<file path="config.mk">
export PLATFORM = sky130hd
export DESIGN_NAME = pin_ctrl_top
export DESIGN_NICKNAME = d
export VERILOG_FILES = /design/src/verilog/pin_ctrl_pkg.sv /design/src/verilog/pin_ctrl_top.sv /design/src/verilog/sample_collector.sv /design/src/verilog/pin_channel.sv /design/src/verilog/time_base.sv
export SDC_FILE = /design/constraint.sdc
export NUM_CORES = 2
export LEC_CHECK = 0
export BUFFER_PORTS_ARGS = -buffer_cell sky130_fd_sc_hd__clkbuf_2
export CORE_MARGIN = 2
export CORE_UTILIZATION = 45
export CTS_CLUSTER_DIAMETER = 100
export DETAILED_ROUTE_END_ITERATION = 7
export PLACE_DENSITY = 0.68
export SETUP_SLACK_MARGIN = 0.3
export SLEW_MARGIN = 20
export SYNTH_ARGS = -nofsm -noshare
export SYNTH_HDL_FRONTEND = slang
export SYNTH_SLANG_ARGS = --single-unit
</file>
<file path="constraint.sdc">
create_clock -name clk -period 3.15 [get_ports clk]
set_input_delay 0.315 -clock clk [delete_from_list [all_inputs] [get_ports clk]]
set_output_delay 0.315 -clock clk [all_outputs]
set_load 0.05 [all_outputs]
</file>
<file path="src/verilog/pin_ctrl_pkg.sv">
package pin_ctrl_pkg;

  localparam int ADDR_W = 16;  // command bus address, page byte over register byte
  localparam int DATA_W = 32;  // write data and sample word width
  localparam int RD_W   = 16;  // read bus width
  localparam int TIME_W = 32;  // width of the shared time base
  localparam int SEL_W  = 8;   // channel_select width on the sample port

  // register offsets live in the low address byte
  localparam logic [7:0] ADDR_GLOBAL_CMD     = 8'd0;
  localparam logic [7:0] ADDR_NCO_COUNTER    = 8'd1;
  localparam logic [7:0] ADDR_END_TIME       = 8'd2;
  localparam logic [7:0] ADDR_LOCAL_CMD      = 8'd3;
  localparam logic [7:0] ADDR_SAMPLE_RATE    = 8'd4;
  localparam logic [7:0] ADDR_SAMPLE_REG     = 8'd5;
  localparam logic [7:0] ADDR_REC_START_TIME = 8'd6;
  localparam logic [7:0] ADDR_SAMPLE_CNT     = 8'd7;
  localparam logic [7:0] ADDR_STATUS_REG     = 8'd8;
  localparam logic [7:0] ADDR_TIME_LOW       = 8'd9;  // page 0 only, low half of current_time

  localparam logic [DATA_W-1:0] CMD_CONST        = 32'd2;  // hold pin high until end_time
  localparam logic [DATA_W-1:0] CMD_SQUARE_WAVE  = 32'd3;  // nco output until end_time
  localparam logic [DATA_W-1:0] CMD_INPUT_STREAM = 32'd4;  // periodic input sampling
  localparam logic [DATA_W-1:0] CMD_RESET        = 32'd5;  // back to idle from any state

  localparam logic [DATA_W-1:0] GCMD_START = 32'd1;  // time base counts
  localparam logic [DATA_W-1:0] GCMD_STOP  = 32'd2;  // time base holds
  localparam logic [DATA_W-1:0] GCMD_CLEAR = 32'd3;  // time base zeroed and stopped

  typedef enum logic [3:0] {
    ST_IDLE   = 4'b0001,
    ST_CONST  = 4'b0010,
    ST_STREAM = 4'b0100,
    ST_SQUARE = 4'b1000
  } pin_state_t;  // one-hot channel mode

endpackage
</file>
<file path="src/verilog/pin_ctrl_top.sv">
`timescale 1ns/1ps

module pin_ctrl_top #(
  parameter int NUM_PINS = 4  // channels live on pages 1 to NUM_PINS
) (
  input  logic                            clk,
  input  logic                            reset,
  input  logic [pin_ctrl_pkg::ADDR_W-1:0] addr,
  input  logic [pin_ctrl_pkg::DATA_W-1:0] data_in,
  input  logic                            data_wr,
  input  logic                            data_rd,
  output logic [pin_ctrl_pkg::RD_W-1:0]   data_out,
  input  logic                            output_sample,
  input  logic [pin_ctrl_pkg::SEL_W-1:0]  channel_select,
  output logic [pin_ctrl_pkg::DATA_W-1:0] sample_data,
  output logic                            sample_valid,
  input  logic [NUM_PINS-1:0]             pin_in,
  output logic [NUM_PINS-1:0]             pin_out,
  output logic [NUM_PINS-1:0]             pin_oe
);
  import pin_ctrl_pkg::*;

  logic [TIME_W-1:0]          current_time;      // shared by every channel
  logic [RD_W-1:0]            time_rd_data;      // page 0 readback
  logic [NUM_PINS*RD_W-1:0]   chan_rd_data;      // channel readback, channel 1 lowest
  logic [NUM_PINS*DATA_W-1:0] chan_sample_word;  // per-channel sample words

  time_base u_time_base (
    .clk          (clk),
    .reset        (reset),
    .addr         (addr),
    .data_in      (data_in),
    .data_wr      (data_wr),
    .data_rd      (data_rd),
    .current_time (current_time),
    .time_rd_data (time_rd_data)
  );

  for (genvar i = 0; i < NUM_PINS; i++) begin : g_chan
    pin_channel #(
      .POSITION (i + 1)  // page 0 is taken by the time base
    ) u_chan (
      .clk          (clk),
      .reset        (reset),
      .addr         (addr),
      .data_in      (data_in),
      .data_wr      (data_wr),
      .data_rd      (data_rd),
      .current_time (current_time),
      .pin_in       (pin_in[i]),
      .pin_out      (pin_out[i]),
      .pin_oe       (pin_oe[i]),
      .rd_data      (chan_rd_data[i*RD_W +: RD_W]),
      .sample_word  (chan_sample_word[i*DATA_W +: DATA_W])
    );
  end

  sample_collector #(
    .NUM_PINS (NUM_PINS)
  ) u_collector (
    .clk              (clk),
    .reset            (reset),
    .output_sample    (output_sample),
    .channel_select   (channel_select),
    .chan_rd_data     (chan_rd_data),
    .time_rd_data     (time_rd_data),
    .chan_sample_word (chan_sample_word),
    .data_out         (data_out),
    .sample_data      (sample_data),
    .sample_valid     (sample_valid)
  );

endmodule

</file>
<file path="src/verilog/sample_collector.sv">
`timescale 1ns/1ps

module sample_collector #(
  parameter int NUM_PINS = 4  // number of channel words to merge
) (
  input  logic                                     clk,
  input  logic                                     reset,
  input  logic                                     output_sample,
  input  logic [pin_ctrl_pkg::SEL_W-1:0]           channel_select,
  input  logic [NUM_PINS*pin_ctrl_pkg::RD_W-1:0]   chan_rd_data,
  input  logic [pin_ctrl_pkg::RD_W-1:0]            time_rd_data,
  input  logic [NUM_PINS*pin_ctrl_pkg::DATA_W-1:0] chan_sample_word,
  output logic [pin_ctrl_pkg::RD_W-1:0]            data_out,
  output logic [pin_ctrl_pkg::DATA_W-1:0]          sample_data,
  output logic                                     sample_valid
);
  import pin_ctrl_pkg::*;

  logic [DATA_W-1:0] sel_word;  // sample word of the selected channel
  logic              sel_hit;   // channel_select names an existing channel

  // only the addressed block returns a nonzero word, so OR acts as the mux
  always_comb begin
    data_out = time_rd_data;
    for (int i = 0; i < NUM_PINS; i++) begin
      data_out = data_out | chan_rd_data[i*RD_W +: RD_W];
    end
  end

  // channels are numbered from 1, entry i holds channel i+1
  always_comb begin
    sel_hit  = 1'b0;
    sel_word = '0;
    for (int i = 0; i < NUM_PINS; i++) begin
      if (channel_select == SEL_W'(i + 1)) begin
        sel_hit  = 1'b1;
        sel_word = chan_sample_word[i*DATA_W +: DATA_W];
      end
    end
  end

  always_ff @(posedge clk) begin
    if (reset) begin
      sample_valid <= 1'b0;
      sample_data  <= '0;
    end else begin
      sample_valid <= output_sample & sel_hit;  // one-cycle pulse with the word
      sample_data  <= (output_sample && sel_hit) ? sel_word : '0;
    end
  end

  assert property (@(posedge clk) disable iff (reset) sample_valid |-> $past(output_sample))
    else $error("sample_collector: sample_valid without a strobe");

endmodule

</file>
<file path="src/verilog/pin_channel.sv">
`timescale 1ns/1ps

module pin_channel #(
  parameter int POSITION = 1  // page number, also the channel id reported back
) (
  input  logic                            clk,
  input  logic                            reset,
  input  logic [pin_ctrl_pkg::ADDR_W-1:0] addr,
  input  logic [pin_ctrl_pkg::DATA_W-1:0] data_in,
  input  logic                            data_wr,
  input  logic                            data_rd,
  input  logic [pin_ctrl_pkg::TIME_W-1:0] current_time,
  input  logic                            pin_in,
  output logic                            pin_out,
  output logic                            pin_oe,
  output logic [pin_ctrl_pkg::RD_W-1:0]   rd_data,
  output logic [pin_ctrl_pkg::DATA_W-1:0] sample_word
);
  import pin_ctrl_pkg::*;

  localparam logic [7:0]  PAGE   = 8'(POSITION);   // upper address byte of this channel
  localparam logic [14:0] POS_ID = 15'(POSITION);  // id field inside the sample word

  logic [DATA_W-1:0] command;          // pending local command, cleared once accepted
  logic [DATA_W-1:0] nco_counter;      // phase increment per clock
  logic [TIME_W-1:0] end_time;         // stop time for const, square and stream
  logic [DATA_W-1:0] sample_rate;      // clocks between samples
  logic [TIME_W-1:0] rec_start_time;   // opens a recording window when nonzero
  logic [DATA_W-1:0] cnt_sample_rate;  // sampler countdown
  logic [DATA_W-1:0] nco_pa;           // phase accumulator
  logic [RD_W-1:0]   sample_cnt;       // number of samples taken
  logic              sample_register;  // last sampled pin level

  pin_state_t state;
  pin_state_t next_state;

  logic wr_hit;       // write addressed to this page
  logic rd_hit;       // read addressed to this page
  logic rec_window;   // current_time inside the recording window
  logic time_done;    // end_time set and reached
  logic clear_cmd;    // FSM consumed the command
  logic clear_rec;    // recording window closes
  logic clear_smp;    // sample state back to zero
  logic reload_cnt;   // countdown restarts from sample_rate
  logic dec_cnt;      // countdown steps
  logic take_sample;  // capture pin_in this cycle
  logic nco_one;      // const mode pins the accumulator high
  logic nco_clear;    // a state is being left

  assign wr_hit     = (addr[ADDR_W-1 -: 8] == PAGE) & data_wr;
  assign rd_hit     = (addr[ADDR_W-1 -: 8] == PAGE) & data_rd;
  assign rec_window = (rec_start_time != '0) && (rec_start_time < current_time) &&
                      (current_time <= end_time);
  assign time_done  = (end_time != '0) && (current_time >= end_time);

  always_ff @(posedge clk) begin
    if (reset) begin
      nco_counter <= '0;
      end_time    <= '0;
      sample_rate <= '0;
    end else if (wr_hit) begin
      case (addr[7:0])
        ADDR_NCO_COUNTER: nco_counter <= data_in;
        ADDR_END_TIME:    end_time    <= data_in;
        ADDR_SAMPLE_RATE: sample_rate <= data_in;
        default:          ;  // the other offsets have their own blocks or are read-only
      endcase
    end
  end

  // the clear beats a write in the same cycle, so software keeps one idle
  // cycle between two command writes to this channel
  always_ff @(posedge clk) begin
    if (reset) begin
      command <= '0;
    end else if (clear_cmd) begin
      command <= '0;
    end else if (wr_hit && (addr[7:0] == ADDR_LOCAL_CMD)) begin
      command <= data_in;
    end
  end

  always_ff @(posedge clk) begin
    if (reset) begin
      rec_start_time <= '0;
    end else if (clear_rec) begin
      rec_start_time <= '0;  // one recording window per write
    end else if (wr_hit && (addr[7:0] == ADDR_REC_START_TIME)) begin
      rec_start_time <= data_in;
    end
  end

  always_ff @(posedge clk) begin
    if (reset) begin
      state  <= ST_IDLE;
      pin_oe <= 1'b0;
    end else begin
      state  <= next_state;
      pin_oe <= (next_state == ST_CONST) || (next_state == ST_SQUARE);  // stream is input only
    end
  end

  always_comb begin
    next_state  = state;
    clear_cmd   = 1'b0;
    clear_rec   = 1'b0;
    clear_smp   = 1'b0;
    reload_cnt  = 1'b0;
    dec_cnt     = 1'b0;
    take_sample = 1'b0;
    unique case (state)
      ST_IDLE: begin
        reload_cnt = 1'b1;  // countdown sits at sample_rate while idle
        if (current_time != '0) begin  // nothing starts before the time base runs
          if (rec_window) begin
            next_state = ST_STREAM;
          end else if (command == CMD_INPUT_STREAM) begin
            clear_cmd  = 1'b1;
            next_state = ST_STREAM;
          end else if (command == CMD_SQUARE_WAVE) begin
            clear_cmd  = 1'b1;
            next_state = ST_SQUARE;
          end else if (command == CMD_CONST) begin
            clear_cmd  = 1'b1;
            next_state = ST_CONST;
          end else if (command == CMD_RESET) begin
            clear_cmd = 1'b1;  // already idle, just drop it
          end
        end
      end
      ST_SQUARE: begin
        if ((command == CMD_RESET) || time_done) begin
          clear_cmd  = 1'b1;
          next_state = ST_IDLE;
        end
      end
      ST_CONST: begin
        if ((command == CMD_RESET) || (current_time >= end_time)) begin
          clear_cmd  = 1'b1;  // no zero check here, an unset end_time ends at once
          next_state = ST_IDLE;
        end
      end
      ST_STREAM: begin
        if (cnt_sample_rate <= 1) begin  // a rate of 0 behaves like 1
          take_sample = 1'b1;
          reload_cnt  = 1'b1;
        end else begin
          dec_cnt = 1'b1;
        end
        if (command == CMD_RESET) begin
          clear_cmd  = 1'b1;
          clear_rec  = 1'b1;
          clear_smp  = 1'b1;
          next_state = ST_IDLE;
        end else if (time_done) begin
          clear_rec  = 1'b1;
          clear_smp  = 1'b1;
          next_state = ST_IDLE;
        end
      end
      default: next_state = ST_IDLE;
    endcase
  end

  always_ff @(posedge clk) begin
    if (reset) begin
      cnt_sample_rate <= '0;
      sample_cnt      <= '0;
      sample_register <= 1'b0;
    end else if (clear_smp) begin
      cnt_sample_rate <= '0;
      sample_cnt      <= '0;
      sample_register <= 1'b0;
    end else begin
      if (reload_cnt) begin
        cnt_sample_rate <= sample_rate;
      end else if (dec_cnt) begin
        cnt_sample_rate <= cnt_sample_rate - 32'd1;
      end
      if (take_sample) begin
        sample_register <= pin_in;
        sample_cnt      <= sample_cnt + 16'd1;
      end
    end
  end

  // output frequency is about f_clk * nco_counter / 2^32
  assign nco_one   = (next_state == ST_CONST);  // set on entry so pin_out rises with pin_oe
  assign nco_clear = (state != ST_IDLE) && (next_state == ST_IDLE);

  always_ff @(posedge clk) begin
    if (reset) begin
      nco_pa <= '0;
    end else if (nco_clear) begin
      nco_pa <= '0;
    end else if (nco_one) begin
      nco_pa <= '1;
    end else begin
      nco_pa <= nco_pa + nco_counter;
    end
  end

  assign pin_out = nco_pa[DATA_W-1];

  always_ff @(posedge clk) begin
    if (reset) begin
      rd_data <= '0;
    end else if (rd_hit) begin
      case (addr[7:0])
        ADDR_SAMPLE_REG: rd_data <= {15'd0, sample_register};
        ADDR_SAMPLE_CNT: rd_data <= sample_cnt;
        ADDR_STATUS_REG: rd_data <= 16'(POSITION);
        default:         rd_data <= '0;
      endcase
    end else begin
      rd_data <= '0;  // zero lets the collector OR all channels together
    end
  end

  assign sample_word = {sample_cnt, POS_ID, sample_register};  // selected in the collector

  assert property (@(posedge clk) disable iff (reset) $onehot(state))
    else $error("pin_channel %0d: state is not one-hot", POSITION);

  assert property (@(posedge clk) disable iff (reset) (state == ST_IDLE) |-> !pin_oe)
    else $error("pin_channel %0d: pin_oe high while idle", POSITION);

endmodule

</file>
<file path="src/verilog/time_base.sv">
`timescale 1ns/1ps

module time_base (
  input  logic                            clk,
  input  logic                            reset,
  input  logic [pin_ctrl_pkg::ADDR_W-1:0] addr,
  input  logic [pin_ctrl_pkg::DATA_W-1:0] data_in,
  input  logic                            data_wr,
  input  logic                            data_rd,
  output logic [pin_ctrl_pkg::TIME_W-1:0] current_time,
  output logic [pin_ctrl_pkg::RD_W-1:0]   time_rd_data
);
  import pin_ctrl_pkg::*;

  logic page_hit;  // page 0 belongs to the time base
  logic cmd_wr;    // write to the global command register
  logic running;   // counter advances while set

  assign page_hit = (addr[ADDR_W-1 -: 8] == 8'd0);
  assign cmd_wr   = page_hit & data_wr & (addr[7:0] == ADDR_GLOBAL_CMD);

  always_ff @(posedge clk) begin
    if (reset) begin
      running      <= 1'b0;
      current_time <= '0;
    end else begin
      if (cmd_wr && (data_in == GCMD_CLEAR)) begin
        current_time <= '0;  // clear wins over counting in the same cycle
      end else if (running) begin
        current_time <= current_time + 1'b1;
      end
      if (cmd_wr) begin
        case (data_in)
          GCMD_START:             running <= 1'b1;
          GCMD_STOP, GCMD_CLEAR:  running <= 1'b0;  // clear also stops the count
          default:                running <= running;  // unknown codes are ignored
        endcase
      end
    end
  end

  // readback is registered so it lines up with the channel read words
  always_ff @(posedge clk) begin
    if (reset) begin
      time_rd_data <= '0;
    end else if (page_hit && data_rd && (addr[7:0] == ADDR_TIME_LOW)) begin
      time_rd_data <= current_time[RD_W-1:0];
    end else begin
      time_rd_data <= '0;  // idle word is zero so the collector can OR it in
    end
  end

endmodule

</file>
==> impl_results.md <==
* Area Overhead vs Synth at 25.50%
* Max Cap Viol at 0
* Layout cells sized above 1 at 18.95%
* Synth top area cells: dfxtp_1, nand2_1, a21oi_1
* DR WL/cell at ~21 µm
* Ys async rst share at 0%
* Max Fclk at about 310 MHz
* Fillers at approximately 11000
* Combinational family with the most area after synthesis: simple AND/OR/NAND/NOR gates
* Via density at roughly 6
* Unrepaired setup endpoints after global routing: yes
* Critical R2R Launch: u_time_base.current_time[5]$_SDFFE_PP0P_
* HP Start: reset
* Remaining DRCs at 0
* Crit-path cells: clkinvlp_4 -> buf_12 -> ha_4 -> or4_4 -> nand3_1 -> o21ai_2 -> buf_4 -> a221o_1 -> buf_6 -> o21ai_4 -> buf_6 -> o31a_1 -> buf_6 -> buf_12 -> buf_16 -> a21oi_2
* CTS Root Cell: clkbuf_16
* Pwr dens at 437.1 nW/µm²
* Synth cell types at approximately 80
* Final WL at ~200000 µm
* Post-synthesis adder-cell area fraction at 8.899%
* Top-count cell post-synth: nand2_1
* Top post-synthesis cells by count: nand2_1, dfxtp_1, a21oi_1, nor2_1, clkbuf_1
* Worst path top cell family by delay: buffers and inverters
* Synth Area in Compound Gates at approximately 19%
* Die width at roughly 360 µm
* Setup crit end kind: register
* R2R Setup Slk at -0.05 ns
* Post-Syn Instances at between 7000 and 8000
* Register bit total from synthesis at between 1000 and 1500
* Relative slew slack at between 20 and 30%
* Status: finished, violations left
* Final setup violation count at 73
* Multi-input gate area at between 30000 and 40000 µm²
* Clock Latency Late Sink at about 0.75 ns
* Most frequent CP cell: buf_6
* Worst reg2reg path depth at 16
* Core area at between 100000 and 150000 µm²
* Overflow after GRT at 0
* Mapped Area at 55730 µm²
* CTS buffer count at 118
* Crit path launch type: register
* Post-Synth Simple-Gate Area at a little under a quarter
* Final worst slack at -0.05328 ns
* First-pass GRT wire length at between 200000 and 300000 µm
* Height of the die at roughly 360 µm
* Clock Skew at ~0.034 ns
* Violated checks: setup timing
* Req. time, crit path at 3.77 ns
* Post-synthesis sequential area ratio at between 40% and 50%
* Post-DRT Antenna Nets at 0
* Port bufs at between 100 and 150
* Final critical-path required period at ~3.2 ns
* Starting Density at 45.20%
* Finished Core Util at between 50% and 60%
* Area share of the largest cell type after synthesis at roughly 40%
* Largest net degree at the start of global routing at ~140
* Post-layout net count at 8005
* CTS Buffer Depth at 3
* EDFF count, synth at 0
* Pre-CTS setup slack at -0.3517 ns
* Pre-Repair DR Iteration Count at 6
* # IOs at between 100 and 150
* Synth area leader: dfxtp_1
* Reg2reg end: g_chan[0].u_chan.nco_pa[8]$_SDFF_PP0_
* Mux contribution to synthesized area at 1.190%
* H-tree levels at 3
* Sink Count at 1118
* Crit path DAT at 3.83 ns
* Top FF cell, synth: dfxtp_1
* Number of buffers and inverters on the critical path at 8
* Register area at about 22000 µm²
* CP max stage delay at 0.52 ns
* Row cnt at roughly 130
* Leakage power at 27.40 nW
* CTS tree: done
* Pins Over Slew Limit at 0
* Design area at roughly 70000 µm²
* Hpwl dp at 120500 µm
* Die area at ~130000 µm²
* Via count at 54540
* Final Hold Viols at 0
* Worst min path class: input port to register
* Crit-path slowest cell: or4_4
* Vias in the first global route at 49680
* Crit-path max FO at 6
* XOR/XNOR Fraction of Synth Area at under 10%
* Hold Crit Depth at 2
* Slew of the pin with the lowest slew margin at between 1 and 1.5 ns
* Total track usage at 29.31%
* Yosys Warn Count at 0
* Syn Area/Cell at 7.758 µm²
* Worst Hold Path EP: g_chan[0].u_chan.nco_counter[22]$_SDFFE_PP0P_
* Tcrit/Tclk final at 101.7%
* Crit Path Class: register to register
* Antenna violations before repair at 9
* GPL Wtd Cong at just under 1
* Max IR drop VDD at ~0.42 mV
* Area after DPL at 60550 µm²
* CTS clk-pin slew, worst paths at roughly 0.060 ns
* DRT iter0 DRCs at around 5700
-- cell families after synthesis --
kind of cell	after synthesis
AO/OA/AOI/OAI	1819
XOR/XNOR	189
adder cells (fa/ha/maj)	394
buffers and inverters	667
flip-flops	1118
multiplexers	66
other	1
AND/OR/NAND/NOR	2930
-- per-layer routing --
metal  vias up  part of all wire, %  GRT usage, %
met5         -                0.017             0
met3       583                   11         6.704
met4         6                  5.3         12.11
li1      25610                    -             -
met1     25860                   41         38.87
met2      2484                   44         45.82
-- power breakdown --
part	leakage, nW	internal [W]	total [W]	switching [W]
Combinational	16.3	0.000288	0.00121	0.000917
Sequential	9.02	0.0141	0.0141	0.00000110
Clock	2.09	0.00897	0.0152	0.00627
Total	27.4	0.0234	0.0306	0.00719
-- cells in the final DEF (no fill, tap or decap), types with 58 or more instances in the layout --
master     instances
a21o_1           133
a21oi_1          856
a21oi_2          202
and2_1            88
buf_12            58
buf_4            398
clkbuf_16        134
clkbuf_2         108
dfxtp_1         1082
ha_1             334
inv_1            214
mux2i_1           64
nand2_1         1516
nand3_1          115
nand4_1          108
nor2_1           455
nor3_1           124
nor4_1           128
o21ai_0          248
xnor2_1           90
xor2_1            99
-- state kept, by name, summed over array words and instances (netlist names), 16 cells and up --
name,flops
g_chan.u_chan.cnt_sample_rate,128
g_chan.u_chan.command,128
g_chan.u_chan.end_time,128
g_chan.u_chan.nco_counter,128
g_chan.u_chan.nco_pa,128
g_chan.u_chan.rd_data,64
g_chan.u_chan.rec_start_time,128
g_chan.u_chan.sample_cnt,64
g_chan.u_chan.sample_rate,128
g_chan.u_chan.state,16
u_collector.sample_data,20
u_time_base.current_time,32
u_time_base.time_rd_data,16
-- per-stage QoR --
step	instances	total power (W)	hold slack (ns)	setup TNS (ns)
after floorplan	7195	0.01483	0.4308	0
after global placement	8913	0.01538	0.4366	-19.50
after detailed placement	8913	0.01539	0.4447	-22.86
after CTS	9204	0.03053	0.005593	-0.5668
after global routing	9287	0.03122	0.01848	-14.74
final	9290	0.03057	0.04932	-1.858
-- what timing repair did --
| item | 4_1_cts | 5_1_grt |
|---|---|---|
| hold buffers | 15 | 0 |
| resized for setup | 259 | 484 |
| pin swaps | 84 | 151 |
| buffers inserted | 37 | 63 |
| cloned | 15 | 20 |
| setup endpoints to repair | 553 | 600 |
| endpoints found under the hold margin | 11 | 0 |
-- worst max path at each step --
stage | start | end | slack [ns] | cells after the start
floorplan | g_chan[1].u_chan.cnt_sample_rate[8]$_SDFFE_PP0P_ | g_chan[1].u_chan.sample_cnt[12]$_SDFFE_PP0P_ | 0.14 | 9
global placement | u_time_base.current_time[13]$_SDFFE_PP0P_ | g_chan[0].u_chan.nco_pa[12]$_SDFF_PP0_ | -0.39 | 13
detailed placement | u_time_base.current_time[13]$_SDFFE_PP0P_ | g_chan[0].u_chan.nco_pa[12]$_SDFF_PP0_ | -0.35 | 13
CTS | u_time_base.current_time[31]$_SDFFE_PP0P_ | g_chan[0].u_chan.nco_pa[7]$_SDFF_PP0_ | -0.03 | 16
global route | u_time_base.current_time[14]$_SDFFE_PP0P_ | g_chan[2].u_chan.command[26]$_SDFFE_PP0P_ | -0.14 | 15
finish | u_time_base.current_time[5]$_SDFFE_PP0P_ | g_chan[0].u_chan.nco_pa[8]$_SDFF_PP0_ | -0.05 | 16
-- layout make-up --
| type | instances | area share, % |
|---|---|---|
| diodes | 3 | 0.01073 |
| flip-flops and latches | 1118 | 32.09 |
| well taps | 1637 | 2.928 |
| inverters | 231 | 1.256 |
| clock inverters | 60 | 1.266 |
| clock buffers | 164 | 4.855 |
| multi-input cells | 5411 | 48.55 |
| repair buffers | 666 | 9.044 |
No activity file was read; power rests on OpenSTA's default activity.
